==> src/rtl/vga_test_pkg.sv <==
`default_nettype none

package vga_test_pkg;

  ////////////////////////////////////////
  // Widths
  ////////////////////////////////////////

  // Counter width covers frames up to 1024 in each direction
  localparam int COUNT_W    = 10;
  localparam int COLOR_W    = 3;
  localparam int NUM_DIGITS = 2;

  ////////////////////////////////////////
  // Structs
  ////////////////////////////////////////

  // One raster position
  typedef struct packed {
    logic [COUNT_W-1:0] col;
    logic [COUNT_W-1:0] row;
  } raster_t;

  typedef struct packed {
    logic [COLOR_W-1:0] red;
    logic [COLOR_W-1:0] green;
    logic [COLOR_W-1:0] blue;
  } pixel_t;

  // Sync levels and video of one output sample
  typedef struct packed {
    logic   hsync;
    logic   vsync;
    pixel_t pixel;
  } vga_out_t;

  // Segments a to g, active low, a in the top bit
  typedef struct packed {
    logic a;
    logic b;
    logic c;
    logic d;
    logic e;
    logic f;
    logic g;
  } seg_t;

  ////////////////////////////////////////
  // Enums
  ////////////////////////////////////////

  typedef enum logic [3:0] {
    PAT_OFF     = 4'd0,
    PAT_RED     = 4'd1,
    PAT_GREEN   = 4'd2,
    PAT_BLUE    = 4'd3,
    PAT_CHECKER = 4'd4,
    PAT_BARS    = 4'd5,
    PAT_BORDER  = 4'd6
  } pattern_e;

  typedef enum logic [2:0] {
    RX_IDLE,
    RX_START,
    RX_DATA,
    RX_STOP,
    RX_DONE
  } rx_state_e;

endpackage

`default_nettype wire

==> src/rtl/seg_decoder.sv <==
`timescale 1ns/10ps
`default_nettype none

module seg_decoder (
  input  logic                i_Clk,
  input  logic                i_reset,
  input  logic                i_load,
  input  logic [3:0]          i_nibble,
  output vga_test_pkg::seg_t  o_seg
);

  import vga_test_pkg::*;

  // Lit segments, a in bit 6
  logic [6:0] seg_on;

  always_comb
  begin
    case (i_nibble)
      4'h0:    seg_on = 7'b1111110;
      4'h1:    seg_on = 7'b0110000;
      4'h2:    seg_on = 7'b1101101;
      4'h3:    seg_on = 7'b1111001;
      4'h4:    seg_on = 7'b0110011;
      4'h5:    seg_on = 7'b1011011;
      4'h6:    seg_on = 7'b1011111;
      4'h7:    seg_on = 7'b1110000;
      4'h8:    seg_on = 7'b1111111;
      4'h9:    seg_on = 7'b1111011;
      4'hA:    seg_on = 7'b1110111;
      4'hB:    seg_on = 7'b0011111;
      4'hC:    seg_on = 7'b1001110;
      4'hD:    seg_on = 7'b0111101;
      4'hE:    seg_on = 7'b1001111;
      default: seg_on = 7'b1000111;
    endcase
  end

  // Blank after reset, the display is driven low to light a segment
  always_ff @(posedge i_Clk)
  begin
    if (i_reset)
      o_seg <= seg_t'(7'h7F);
    else if (i_load)
      o_seg <= seg_t'(~seg_on);
  end

endmodule

`default_nettype wire

==> src/rtl/sync_porch.sv <==
`timescale 1ns/10ps
`default_nettype none

module sync_porch #(
  parameter int TOTAL_COLS  = 800,
  parameter int TOTAL_ROWS  = 525,
  parameter int ACTIVE_COLS = 640,
  parameter int ACTIVE_ROWS = 480,
  parameter int FRONT_H     = 18,
  parameter int BACK_H      = 50,
  parameter int FRONT_V     = 10,
  parameter int BACK_V      = 33
) (
  input  logic                    i_Clk,
  input  logic                    i_reset,
  input  vga_test_pkg::raster_t   i_pos,
  input  vga_test_pkg::pixel_t    i_pixel,
  output vga_test_pkg::vga_out_t  o_vga
);

  import vga_test_pkg::*;

  // Sync pulse spans, inclusive
  localparam int H_SYNC_FIRST = ACTIVE_COLS + FRONT_H;
  localparam int H_SYNC_LAST  = TOTAL_COLS - BACK_H - 1;
  localparam int V_SYNC_FIRST = ACTIVE_ROWS + FRONT_V;
  localparam int V_SYNC_LAST  = TOTAL_ROWS - BACK_V - 1;

  logic hsync_low;
  logic vsync_low;

  assign hsync_low = (int'(i_pos.col) >= H_SYNC_FIRST) && (int'(i_pos.col) <= H_SYNC_LAST);
  assign vsync_low = (int'(i_pos.row) >= V_SYNC_FIRST) && (int'(i_pos.row) <= V_SYNC_LAST);

  ////////////////////////////////////////
  // Output register
  ////////////////////////////////////////

  always_ff @(posedge i_Clk)
  begin
    if (i_reset)
    begin
      o_vga.hsync <= 1'b1;
      o_vga.vsync <= 1'b1;
      o_vga.pixel <= '0;
    end
    else
    begin
      o_vga.hsync <= !hsync_low;
      o_vga.vsync <= !vsync_low;
      o_vga.pixel <= i_pixel;
    end
  end

  // Sync pulse must fit inside blanking with room left between the porches
  a_porch_h : assert property (@(posedge i_Clk)
    (FRONT_H + BACK_H) < (TOTAL_COLS - ACTIVE_COLS));
  a_porch_v : assert property (@(posedge i_Clk)
    (FRONT_V + BACK_V) < (TOTAL_ROWS - ACTIVE_ROWS));

endmodule

`default_nettype wire

==> src/rtl/test_pattern_gen.sv <==
`timescale 1ns/10ps
`default_nettype none

module test_pattern_gen #(
  parameter int ACTIVE_COLS = 640,
  parameter int ACTIVE_ROWS = 480
) (
  input  logic                   i_Clk,
  input  logic                   i_reset,
  input  logic                   i_load,
  input  logic [3:0]             i_code,
  input  vga_test_pkg::raster_t  i_pos,
  output vga_test_pkg::raster_t  o_pos,
  output vga_test_pkg::pixel_t   o_pixel
);

  import vga_test_pkg::*;

  localparam int BAR_W = ACTIVE_COLS / 8;
  localparam logic [COUNT_W-1:0] COL_ACT = COUNT_W'(ACTIVE_COLS);
  localparam logic [COUNT_W-1:0] ROW_ACT = COUNT_W'(ACTIVE_ROWS);
  localparam logic [COUNT_W-1:0] COL_EDGE = COUNT_W'(ACTIVE_COLS - 2);
  localparam logic [COUNT_W-1:0] ROW_EDGE = COUNT_W'(ACTIVE_ROWS - 2);
  localparam logic [COLOR_W-1:0] FULL = {COLOR_W{1'b1}};

  pattern_e           pattern_q;
  logic               in_active;
  logic               checker_on;
  logic               border_on;
  logic [COUNT_W-1:0] bar_num;
  logic [2:0]         bar_idx;
  pixel_t             pix_next;

  // Unused codes fall back to off
  always_ff @(posedge i_Clk)
  begin
    if (i_reset)
      pattern_q <= PAT_OFF;
    else if (i_load)
      pattern_q <= (i_code <= 4'd6) ? pattern_e'(i_code) : PAT_OFF;
  end

  ////////////////////////////////////////
  // Per-position terms
  ////////////////////////////////////////

  assign in_active  = (i_pos.col < COL_ACT) && (i_pos.row < ROW_ACT);
  assign checker_on = i_pos.col[5] ^ i_pos.row[5];
  assign border_on  = (i_pos.row <= 1) || (i_pos.row >= ROW_EDGE) ||
                      (i_pos.col <= 1) || (i_pos.col >= COL_EDGE);

  // Eight bars across the active width, the last one runs to the line end
  assign bar_num = COUNT_W'(i_pos.col / BAR_W);
  assign bar_idx = (bar_num > 7) ? 3'd7 : bar_num[2:0];

  always_comb
  begin
    pix_next = '0;
    case (pattern_q)
      PAT_RED:
        pix_next.red = in_active ? FULL : '0;
      PAT_GREEN:
        pix_next.green = in_active ? FULL : '0;
      PAT_BLUE:
        pix_next.blue = in_active ? FULL : '0;
      PAT_CHECKER:
      begin
        pix_next.red   = checker_on ? FULL : '0;
        pix_next.green = checker_on ? FULL : '0;
        pix_next.blue  = checker_on ? FULL : '0;
      end
      PAT_BARS:
      begin
        pix_next.red   = {COLOR_W{bar_idx[2]}};
        pix_next.green = {COLOR_W{bar_idx[1]}};
        pix_next.blue  = {COLOR_W{bar_idx[0]}};
      end
      PAT_BORDER:
      begin
        pix_next.red   = border_on ? FULL : '0;
        pix_next.green = border_on ? FULL : '0;
        pix_next.blue  = border_on ? FULL : '0;
      end
      default:
        pix_next = '0;
    endcase
  end

  // Colour leaves together with its own position
  always_ff @(posedge i_Clk)
  begin
    if (i_reset)
    begin
      o_pos   <= '0;
      o_pixel <= '0;
    end
    else
    begin
      o_pos   <= i_pos;
      o_pixel <= pix_next;
    end
  end

endmodule

`default_nettype wire

==> src/rtl/uart_rx.sv <==
`timescale 1ns/10ps
`default_nettype none

module uart_rx #(
  parameter int CLKS_PER_BIT = 217
) (
  input  logic       i_Clk,
  input  logic       i_reset,
  input  logic       i_uart_rx,
  output logic       o_rx_valid,
  output logic [7:0] o_rx_byte
);

  import vga_test_pkg::*;

  localparam int CNT_W = $clog2(CLKS_PER_BIT + 1);
  localparam logic [CNT_W-1:0] BIT_LAST = CNT_W'(CLKS_PER_BIT - 1);
  localparam logic [CNT_W-1:0] HALF_BIT = CNT_W'(CLKS_PER_BIT / 2);

  rx_state_e        state_q;
  logic [CNT_W-1:0] clk_cnt_q;
  logic [2:0]       bit_idx_q;
  logic             rx_meta_q;
  logic             rx_sync_q;

  // Two-flop synchronizer, the line idles high
  always_ff @(posedge i_Clk)
  begin
    if (i_reset)
    begin
      rx_meta_q <= 1'b1;
      rx_sync_q <= 1'b1;
    end
    else
    begin
      rx_meta_q <= i_uart_rx;
      rx_sync_q <= rx_meta_q;
    end
  end

  ////////////////////////////////////////
  // Receive FSM
  ////////////////////////////////////////

  always_ff @(posedge i_Clk)
  begin
    if (i_reset)
    begin
      state_q    <= RX_IDLE;
      clk_cnt_q  <= '0;
      bit_idx_q  <= '0;
      o_rx_valid <= 1'b0;
    end
    else
    begin
      case (state_q)
        RX_IDLE:
        begin
          o_rx_valid <= 1'b0;
          clk_cnt_q  <= '0;
          bit_idx_q  <= '0;
          if (!rx_sync_q)
            state_q <= RX_START;
        end
        RX_START:
        begin
          // Recheck the start bit at its middle, a glitch goes back to idle
          if (clk_cnt_q == HALF_BIT)
          begin
            clk_cnt_q <= '0;
            state_q   <= rx_sync_q ? RX_IDLE : RX_DATA;
          end
          else
            clk_cnt_q <= clk_cnt_q + 1'b1;
        end
        RX_DATA:
        begin
          if (clk_cnt_q == BIT_LAST)
          begin
            clk_cnt_q <= '0;
            bit_idx_q <= bit_idx_q + 1'b1;
            if (bit_idx_q == 3'd7)
              state_q <= RX_STOP;
          end
          else
            clk_cnt_q <= clk_cnt_q + 1'b1;
        end
        RX_STOP:
        begin
          if (clk_cnt_q == BIT_LAST)
          begin
            clk_cnt_q  <= '0;
            o_rx_valid <= 1'b1;
            state_q    <= RX_DONE;
          end
          else
            clk_cnt_q <= clk_cnt_q + 1'b1;
        end
        RX_DONE:
        begin
          o_rx_valid <= 1'b0;
          state_q    <= RX_IDLE;
        end
        default:
          state_q <= RX_IDLE;
      endcase
    end
  end

  // Data bits arrive least significant first
  always_ff @(posedge i_Clk)
  begin
    if (state_q == RX_DATA && clk_cnt_q == BIT_LAST)
      o_rx_byte[bit_idx_q] <= rx_sync_q;
  end

  a_valid_single : assert property (@(posedge i_Clk) disable iff (i_reset)
    o_rx_valid |=> !o_rx_valid);

endmodule

`default_nettype wire

==> src/rtl/vga_test_top.sv <==
`timescale 1ns/10ps
`default_nettype none

module vga_test_top #(
  parameter int TOTAL_COLS   = 800,
  parameter int TOTAL_ROWS   = 525,
  parameter int ACTIVE_COLS  = 640,
  parameter int ACTIVE_ROWS  = 480,
  parameter int FRONT_H      = 18,
  parameter int BACK_H       = 50,
  parameter int FRONT_V      = 10,
  parameter int BACK_V       = 33,
  parameter int CLKS_PER_BIT = 217
) (
  input  logic                    i_Clk,
  input  logic                    i_reset,
  input  logic                    i_uart_rx,
  output vga_test_pkg::seg_t      o_seg [vga_test_pkg::NUM_DIGITS],
  output vga_test_pkg::vga_out_t  o_vga
);

  import vga_test_pkg::*;

  logic       rx_valid;
  logic [7:0] rx_byte;
  raster_t    pos_count;
  raster_t    pos_pattern;
  pixel_t     pixel_pattern;

  ////////////////////////////////////////
  // Serial input and digits
  ////////////////////////////////////////

  uart_rx #(
    .CLKS_PER_BIT(CLKS_PER_BIT)
  ) u_uart_rx (
    .i_Clk      (i_Clk),
    .i_reset    (i_reset),
    .i_uart_rx  (i_uart_rx),
    .o_rx_valid (rx_valid),
    .o_rx_byte  (rx_byte)
  );

  // Digit 0 takes the high nibble
  for (genvar k = 0; k < NUM_DIGITS; k++)
  begin : g_digit
    seg_decoder u_seg_decoder (
      .i_Clk    (i_Clk),
      .i_reset  (i_reset),
      .i_load   (rx_valid),
      .i_nibble (rx_byte[7-4*k -: 4]),
      .o_seg    (o_seg[k])
    );
  end

  ////////////////////////////////////////
  // Video path
  ////////////////////////////////////////

  vga_timing #(
    .TOTAL_COLS (TOTAL_COLS),
    .TOTAL_ROWS (TOTAL_ROWS)
  ) u_vga_timing (
    .i_Clk   (i_Clk),
    .i_reset (i_reset),
    .o_pos   (pos_count)
  );

  test_pattern_gen #(
    .ACTIVE_COLS (ACTIVE_COLS),
    .ACTIVE_ROWS (ACTIVE_ROWS)
  ) u_test_pattern_gen (
    .i_Clk   (i_Clk),
    .i_reset (i_reset),
    .i_load  (rx_valid),
    .i_code  (rx_byte[3:0]),
    .i_pos   (pos_count),
    .o_pos   (pos_pattern),
    .o_pixel (pixel_pattern)
  );

  sync_porch #(
    .TOTAL_COLS  (TOTAL_COLS),
    .TOTAL_ROWS  (TOTAL_ROWS),
    .ACTIVE_COLS (ACTIVE_COLS),
    .ACTIVE_ROWS (ACTIVE_ROWS),
    .FRONT_H     (FRONT_H),
    .BACK_H      (BACK_H),
    .FRONT_V     (FRONT_V),
    .BACK_V      (BACK_V)
  ) u_sync_porch (
    .i_Clk   (i_Clk),
    .i_reset (i_reset),
    .i_pos   (pos_pattern),
    .i_pixel (pixel_pattern),
    .o_vga   (o_vga)
  );

endmodule

`default_nettype wire

==> src/rtl/vga_timing.sv <==
`timescale 1ns/10ps
`default_nettype none

module vga_timing #(
  parameter int TOTAL_COLS = 800,
  parameter int TOTAL_ROWS = 525
) (
  input  logic                   i_Clk,
  input  logic                   i_reset,
  output vga_test_pkg::raster_t  o_pos
);

  import vga_test_pkg::*;

  localparam logic [COUNT_W-1:0] COL_LAST = COUNT_W'(TOTAL_COLS - 1);
  localparam logic [COUNT_W-1:0] ROW_LAST = COUNT_W'(TOTAL_ROWS - 1);

  logic col_wrap;
  logic row_wrap;

  assign col_wrap = (o_pos.col == COL_LAST);
  assign row_wrap = (o_pos.row == ROW_LAST);

  ////////////////////////////////////////
  // Raster counters
  ////////////////////////////////////////

  always_ff @(posedge i_Clk)
  begin
    if (i_reset)
    begin
      o_pos <= '0;
    end
    else if (col_wrap)
    begin
      o_pos.col <= '0;
      // Row steps once per line
      if (row_wrap)
        o_pos.row <= '0;
      else
        o_pos.row <= o_pos.row + 1'b1;
    end
    else
    begin
      o_pos.col <= o_pos.col + 1'b1;
    end
  end

  a_pos_in_frame : assert property (@(posedge i_Clk) disable iff (i_reset)
    (int'(o_pos.col) < TOTAL_COLS) && (int'(o_pos.row) < TOTAL_ROWS));

endmodule

`default_nettype wire

==> config.mk <==
export PLATFORM = sky130hd
export DESIGN_NAME = vga_test_top
export DESIGN_NICKNAME = d
export VERILOG_FILES = /design/src/rtl/vga_test_pkg.sv /design/src/rtl/seg_decoder.sv /design/src/rtl/sync_porch.sv /design/src/rtl/test_pattern_gen.sv /design/src/rtl/uart_rx.sv /design/src/rtl/vga_test_top.sv /design/src/rtl/vga_timing.sv
export SDC_FILE = /design/constraint.sdc
export NUM_CORES = 1
export LEC_CHECK = 0
export BUFFER_PORTS_ARGS = -buffer_cell sky130_fd_sc_hd__buf_2
export CORE_AREA = 2 2 94 96
export DETAILED_ROUTE_END_ITERATION = 8
export DIE_AREA = 0 0 96 98
export HOLD_SLACK_MARGIN = 0.03
export PLACE_DENSITY = 0.79
export SLEW_MARGIN = 20
export SYNTH_ARGS = -nofsm -noshare
export SYNTH_HDL_FRONTEND = slang
export SYNTH_SLANG_ARGS = --single-unit
==> constraint.sdc <==
create_clock -name i_Clk -period 6.85 [get_ports i_Clk]
set_input_delay 0.685 -clock i_Clk [delete_from_list [all_inputs] [get_ports i_Clk]]
set_output_delay 0.685 -clock i_Clk [all_outputs]
set_load 0.005 [all_outputs]
==> run metrics <==
outcome complete, no violations; crit-path cells or3b_4 > nor4_4 > buf_6 > mux2i_1 > inv_1 > ha_1 > mux2i_1 > o32a_1; sequential share of power approximately 60%; post-layout power about 1100 uW; Die Ht between 90 and 100 um; clock skew around 0.018 ns; Worst-Margin Slew about 1.1 ns; DRC 0; Post-Syn Instances approximately 550; post-synthesis async set-or-reset flop share 0%; Final Cycle Share between 40% and 50%; combinational group share of total power 6.4%; hpwl dp around 6.2 mm; GRT overflow 0; initial core utilization about three fifths; Top FF cell, synth dfxtp_1; CP required just over 7 ns; clock power share 35.3%; via density per instance roughly 5.7; most numerous cell in the Yosys netlist dfxtp_1; Die Wd approximately 96 um; CP Launch Type flop; Yosys cell types between 60 and 70; sequential area share after synthesis between 40% and 50%; Root Buffer Master clkbuf_8; share of the synthesized area in the top cell type about 37%; Final Hold Fails 0; drt wl/cell around 14 um; Fmax 0.313 GHz; Avg Cell Area, Syn 9.33 um2; crit path max-delay cell type mux2i_1; Seq cells post-synth between 100 and 150; Setup Viol. Count Final 0; commonest cells in the synthesized netlist 95 x dfxtp_1, 56 x nor2_1, 35 x nand2_1, 28 x ha_1, 25 x o21ai_0; CTS tree done; largest fanout on the critical path 12; max incr delay on CP between 0.5 and 0.6 ns; Slew HR a little over a quarter; maximum vdd ir drop 0.000160 V; initial antenna violation count 0; area fraction in compound gates after synthesis 11.7%; Total Neg Setup Slack 0 ns; synth-to-layout area growth 4.61%; largest cells by area after synthesis dfxtp_1 37%, ha_1 6.8%, edfxtp_1 4.7%, nor2_1 4.1%, mux2i_1 3.1%; Placement Rows 34; routed via count approximately 3700; Post-Synthesis Cell Area 5120 um2; XOR/XNOR share of the synthesized area a little over 4%; Resized cells post-CTS 0; Post-CTS Setup Bufs 0; core area 8470 um2; Tmin final 3.20 ns; final wirelength between 9 and 10 mm; CTS H-tree lvls 3; most frequent cell on the critical path mux2i_1; Cell Pwr Density approximately 200 nW/um2; switching share of power around a quarter; GP Congestion a little under 0.9; Post-Synth Adder-Cell Area 6.84%; switching power about 280 uW; worst skew pair latency approximately 0.37 ns; DRT iter0 DRCs 95; pins over their slew limit 0; Post-synth EDFFs 8; main combinational cell family by area after synthesis simple AND/OR/NAND/NOR gates; # IOs 28; CTS Buffer Depth 2; buffers added on ports 27; Synth Warn # 0; first-pass GRT wire length between 15 and 20 mm; crit end category flop; clock slew at reported path FFs roughly 0.11 ns; fin nets 576; post-synth top area cell dfxtp_1; antenna-violating nets left 0; max-cap violations 0; post-synthesis mux area share 6.08%; number of global-route vias before repair 3645; worst endpoint data arrival time ~3.5 ns; RSZ-0062 raised after global routing no; cts hold-fix bufs 0; clock sink count about 100; Mapped Nets slightly below 600; layout cell share with drive strength beyond 1 roughly an eighth; Leak Pwr around 0.002 uW; internal power 795 uW; largest net degree at the start of global routing 64; Worst Hold Class flop to flop; DRT Pass-1 Iters 4; ANT cells 0; total die area 9410 um2; Synth Area in Simple Gates around a quarter; CP Class flop to flop; Total GRT Usage 20.8%; CTS buffer count 9
==> area by class of cell <==
class                      instances  area, um2
sequential                       103       2140
clock inverter                     6       61.3
inverter                          16       60.1
multi-input combinational        386       2670
fill                             713       3100
clock buffer                      10        138
timing repair buffer              29        154
tap                              108        135
==> critical path, delay by kind of cell (launching register included) <==
kind,cells,cell delay (ns)
AOI/OAI and AO/OA,1,0.19
adders and majority gates,1,0.38
buffers and inverters,2,0.46
DFF,1,0.54
muxes,2,0.73
and+or+nand+nor,2,0.87
==> cell families after synthesis <==
kind of cell	count (synthesis)
and+or+nand+nor	213
DFF	103
AOI/OAI and AO/OA	92
buffers and inverters	60
muxes	29
adders and majority gates	28
xor gates and xnor gates	24
==> power by group through the flow <==
| stage | Clock (uW) | Combinational, uW | Sequential [uW] |
|---|---|---|---|
| 2_1_floorplan | 0 | 70.9 | 632 |
| 3_3_place_gp | 0 | 66.8 | 641 |
| 3_5_place_dp | 0 | 69.3 | 642 |
| 4_1_cts | 388 | 69.9 | 629 |
| 5_1_grt | 412 | 80.2 | 631 |
| 6_report | 380 | 68.8 | 629 |
==> sequential cells by signal (all words and copies together) (netlist names), 3 cells and up <==
signal	cells
u_vga_timing.o_pos	20
u_test_pattern_gen.o_pos	18
g_digit.u_seg_decoder.o_seg	14
g_digit.u_seg_decoder.seg_on	14
u_uart_rx.clk_cnt_q	8
u_uart_rx.o_rx_byte	8
u_sync_porch.o_vga	5
u_test_pattern_gen.pattern_q	4
u_test_pattern_gen.o_pixel	3
u_uart_rx.bit_idx_q	3
u_uart_rx.state_q	3
==> cells in the final DEF (no fill, tap or decap), drive strengths merged, types with 3 or more instances in the layout <==
cell    count
o211ai      6
nand2b     17
a31oi       3
buf        29
xnor2       8
o22a        5
inv        19
and4b       3
mux2       11
xor2       16
nand2      35
nor3        9
or2         6
mux2i      18
nor2b      21
o31a        3
nor3b      11
a21oi      18
a22oi       8
o21ai      29
ha         28
nor2       56
nor4        5
nand4      10
nand3b      7
or3         4
nor4b       4
clkinv      3
clkbuf     10
and3        4
nand3      11
a311oi      3
dfxtp      95
edfxtp      8
a22o        3
==> per-stage QoR <==
stage | area, um2 | instances | utilization [%] | hold WS (ns) | setup slack (ns)
after floorplan | 5120 | 549 | - | 0.356 | 4.32
after CTS | 5350 | 657 | 63.2 | 0.402 | 3.37
after detailed placement | 5150 | 641 | 60.8 | 0.369 | 3.35
final | 5360 | 658 | 63.3 | 0.396 | 3.65
after global placement | 5150 | 641 | 60.8 | 0.365 | 3.62
after global routing | 5360 | 658 | 63.3 | 0.411 | 3.38
==> final timing paths <==
path,startpoint,to,slack [ns],cells after the start
min,u_test_pattern_gen.o_pos[3]$_SDFF_PP0_,u_sync_porch.o_vga[9]$_SDFF_PP1_,0.40,1
min reg2reg,u_test_pattern_gen.o_pos[3]$_SDFF_PP0_,u_sync_porch.o_vga[9]$_SDFF_PP1_,0.40,1
max reg2reg,u_uart_rx.state_q[1]$_SDFFE_PP0P_,g_digit[1].u_seg_decoder.seg_on[5]$_DFF_P_,3.65,8
max,u_uart_rx.state_q[1]$_SDFFE_PP0P_,g_digit[1].u_seg_decoder.seg_on[5]$_DFF_P_,3.65,8
==> per-layer routing <==
metal	vias to the layer above	part of all wire (%)	GRT usage, %
met5	-	0	0
met4	0	1.1	8.57
met3	9	2.4	3.32
met2	50	50	35.3
met1	1775	47	26.0
li1	1904	-	-
Power figures use the tool's default switching activity.
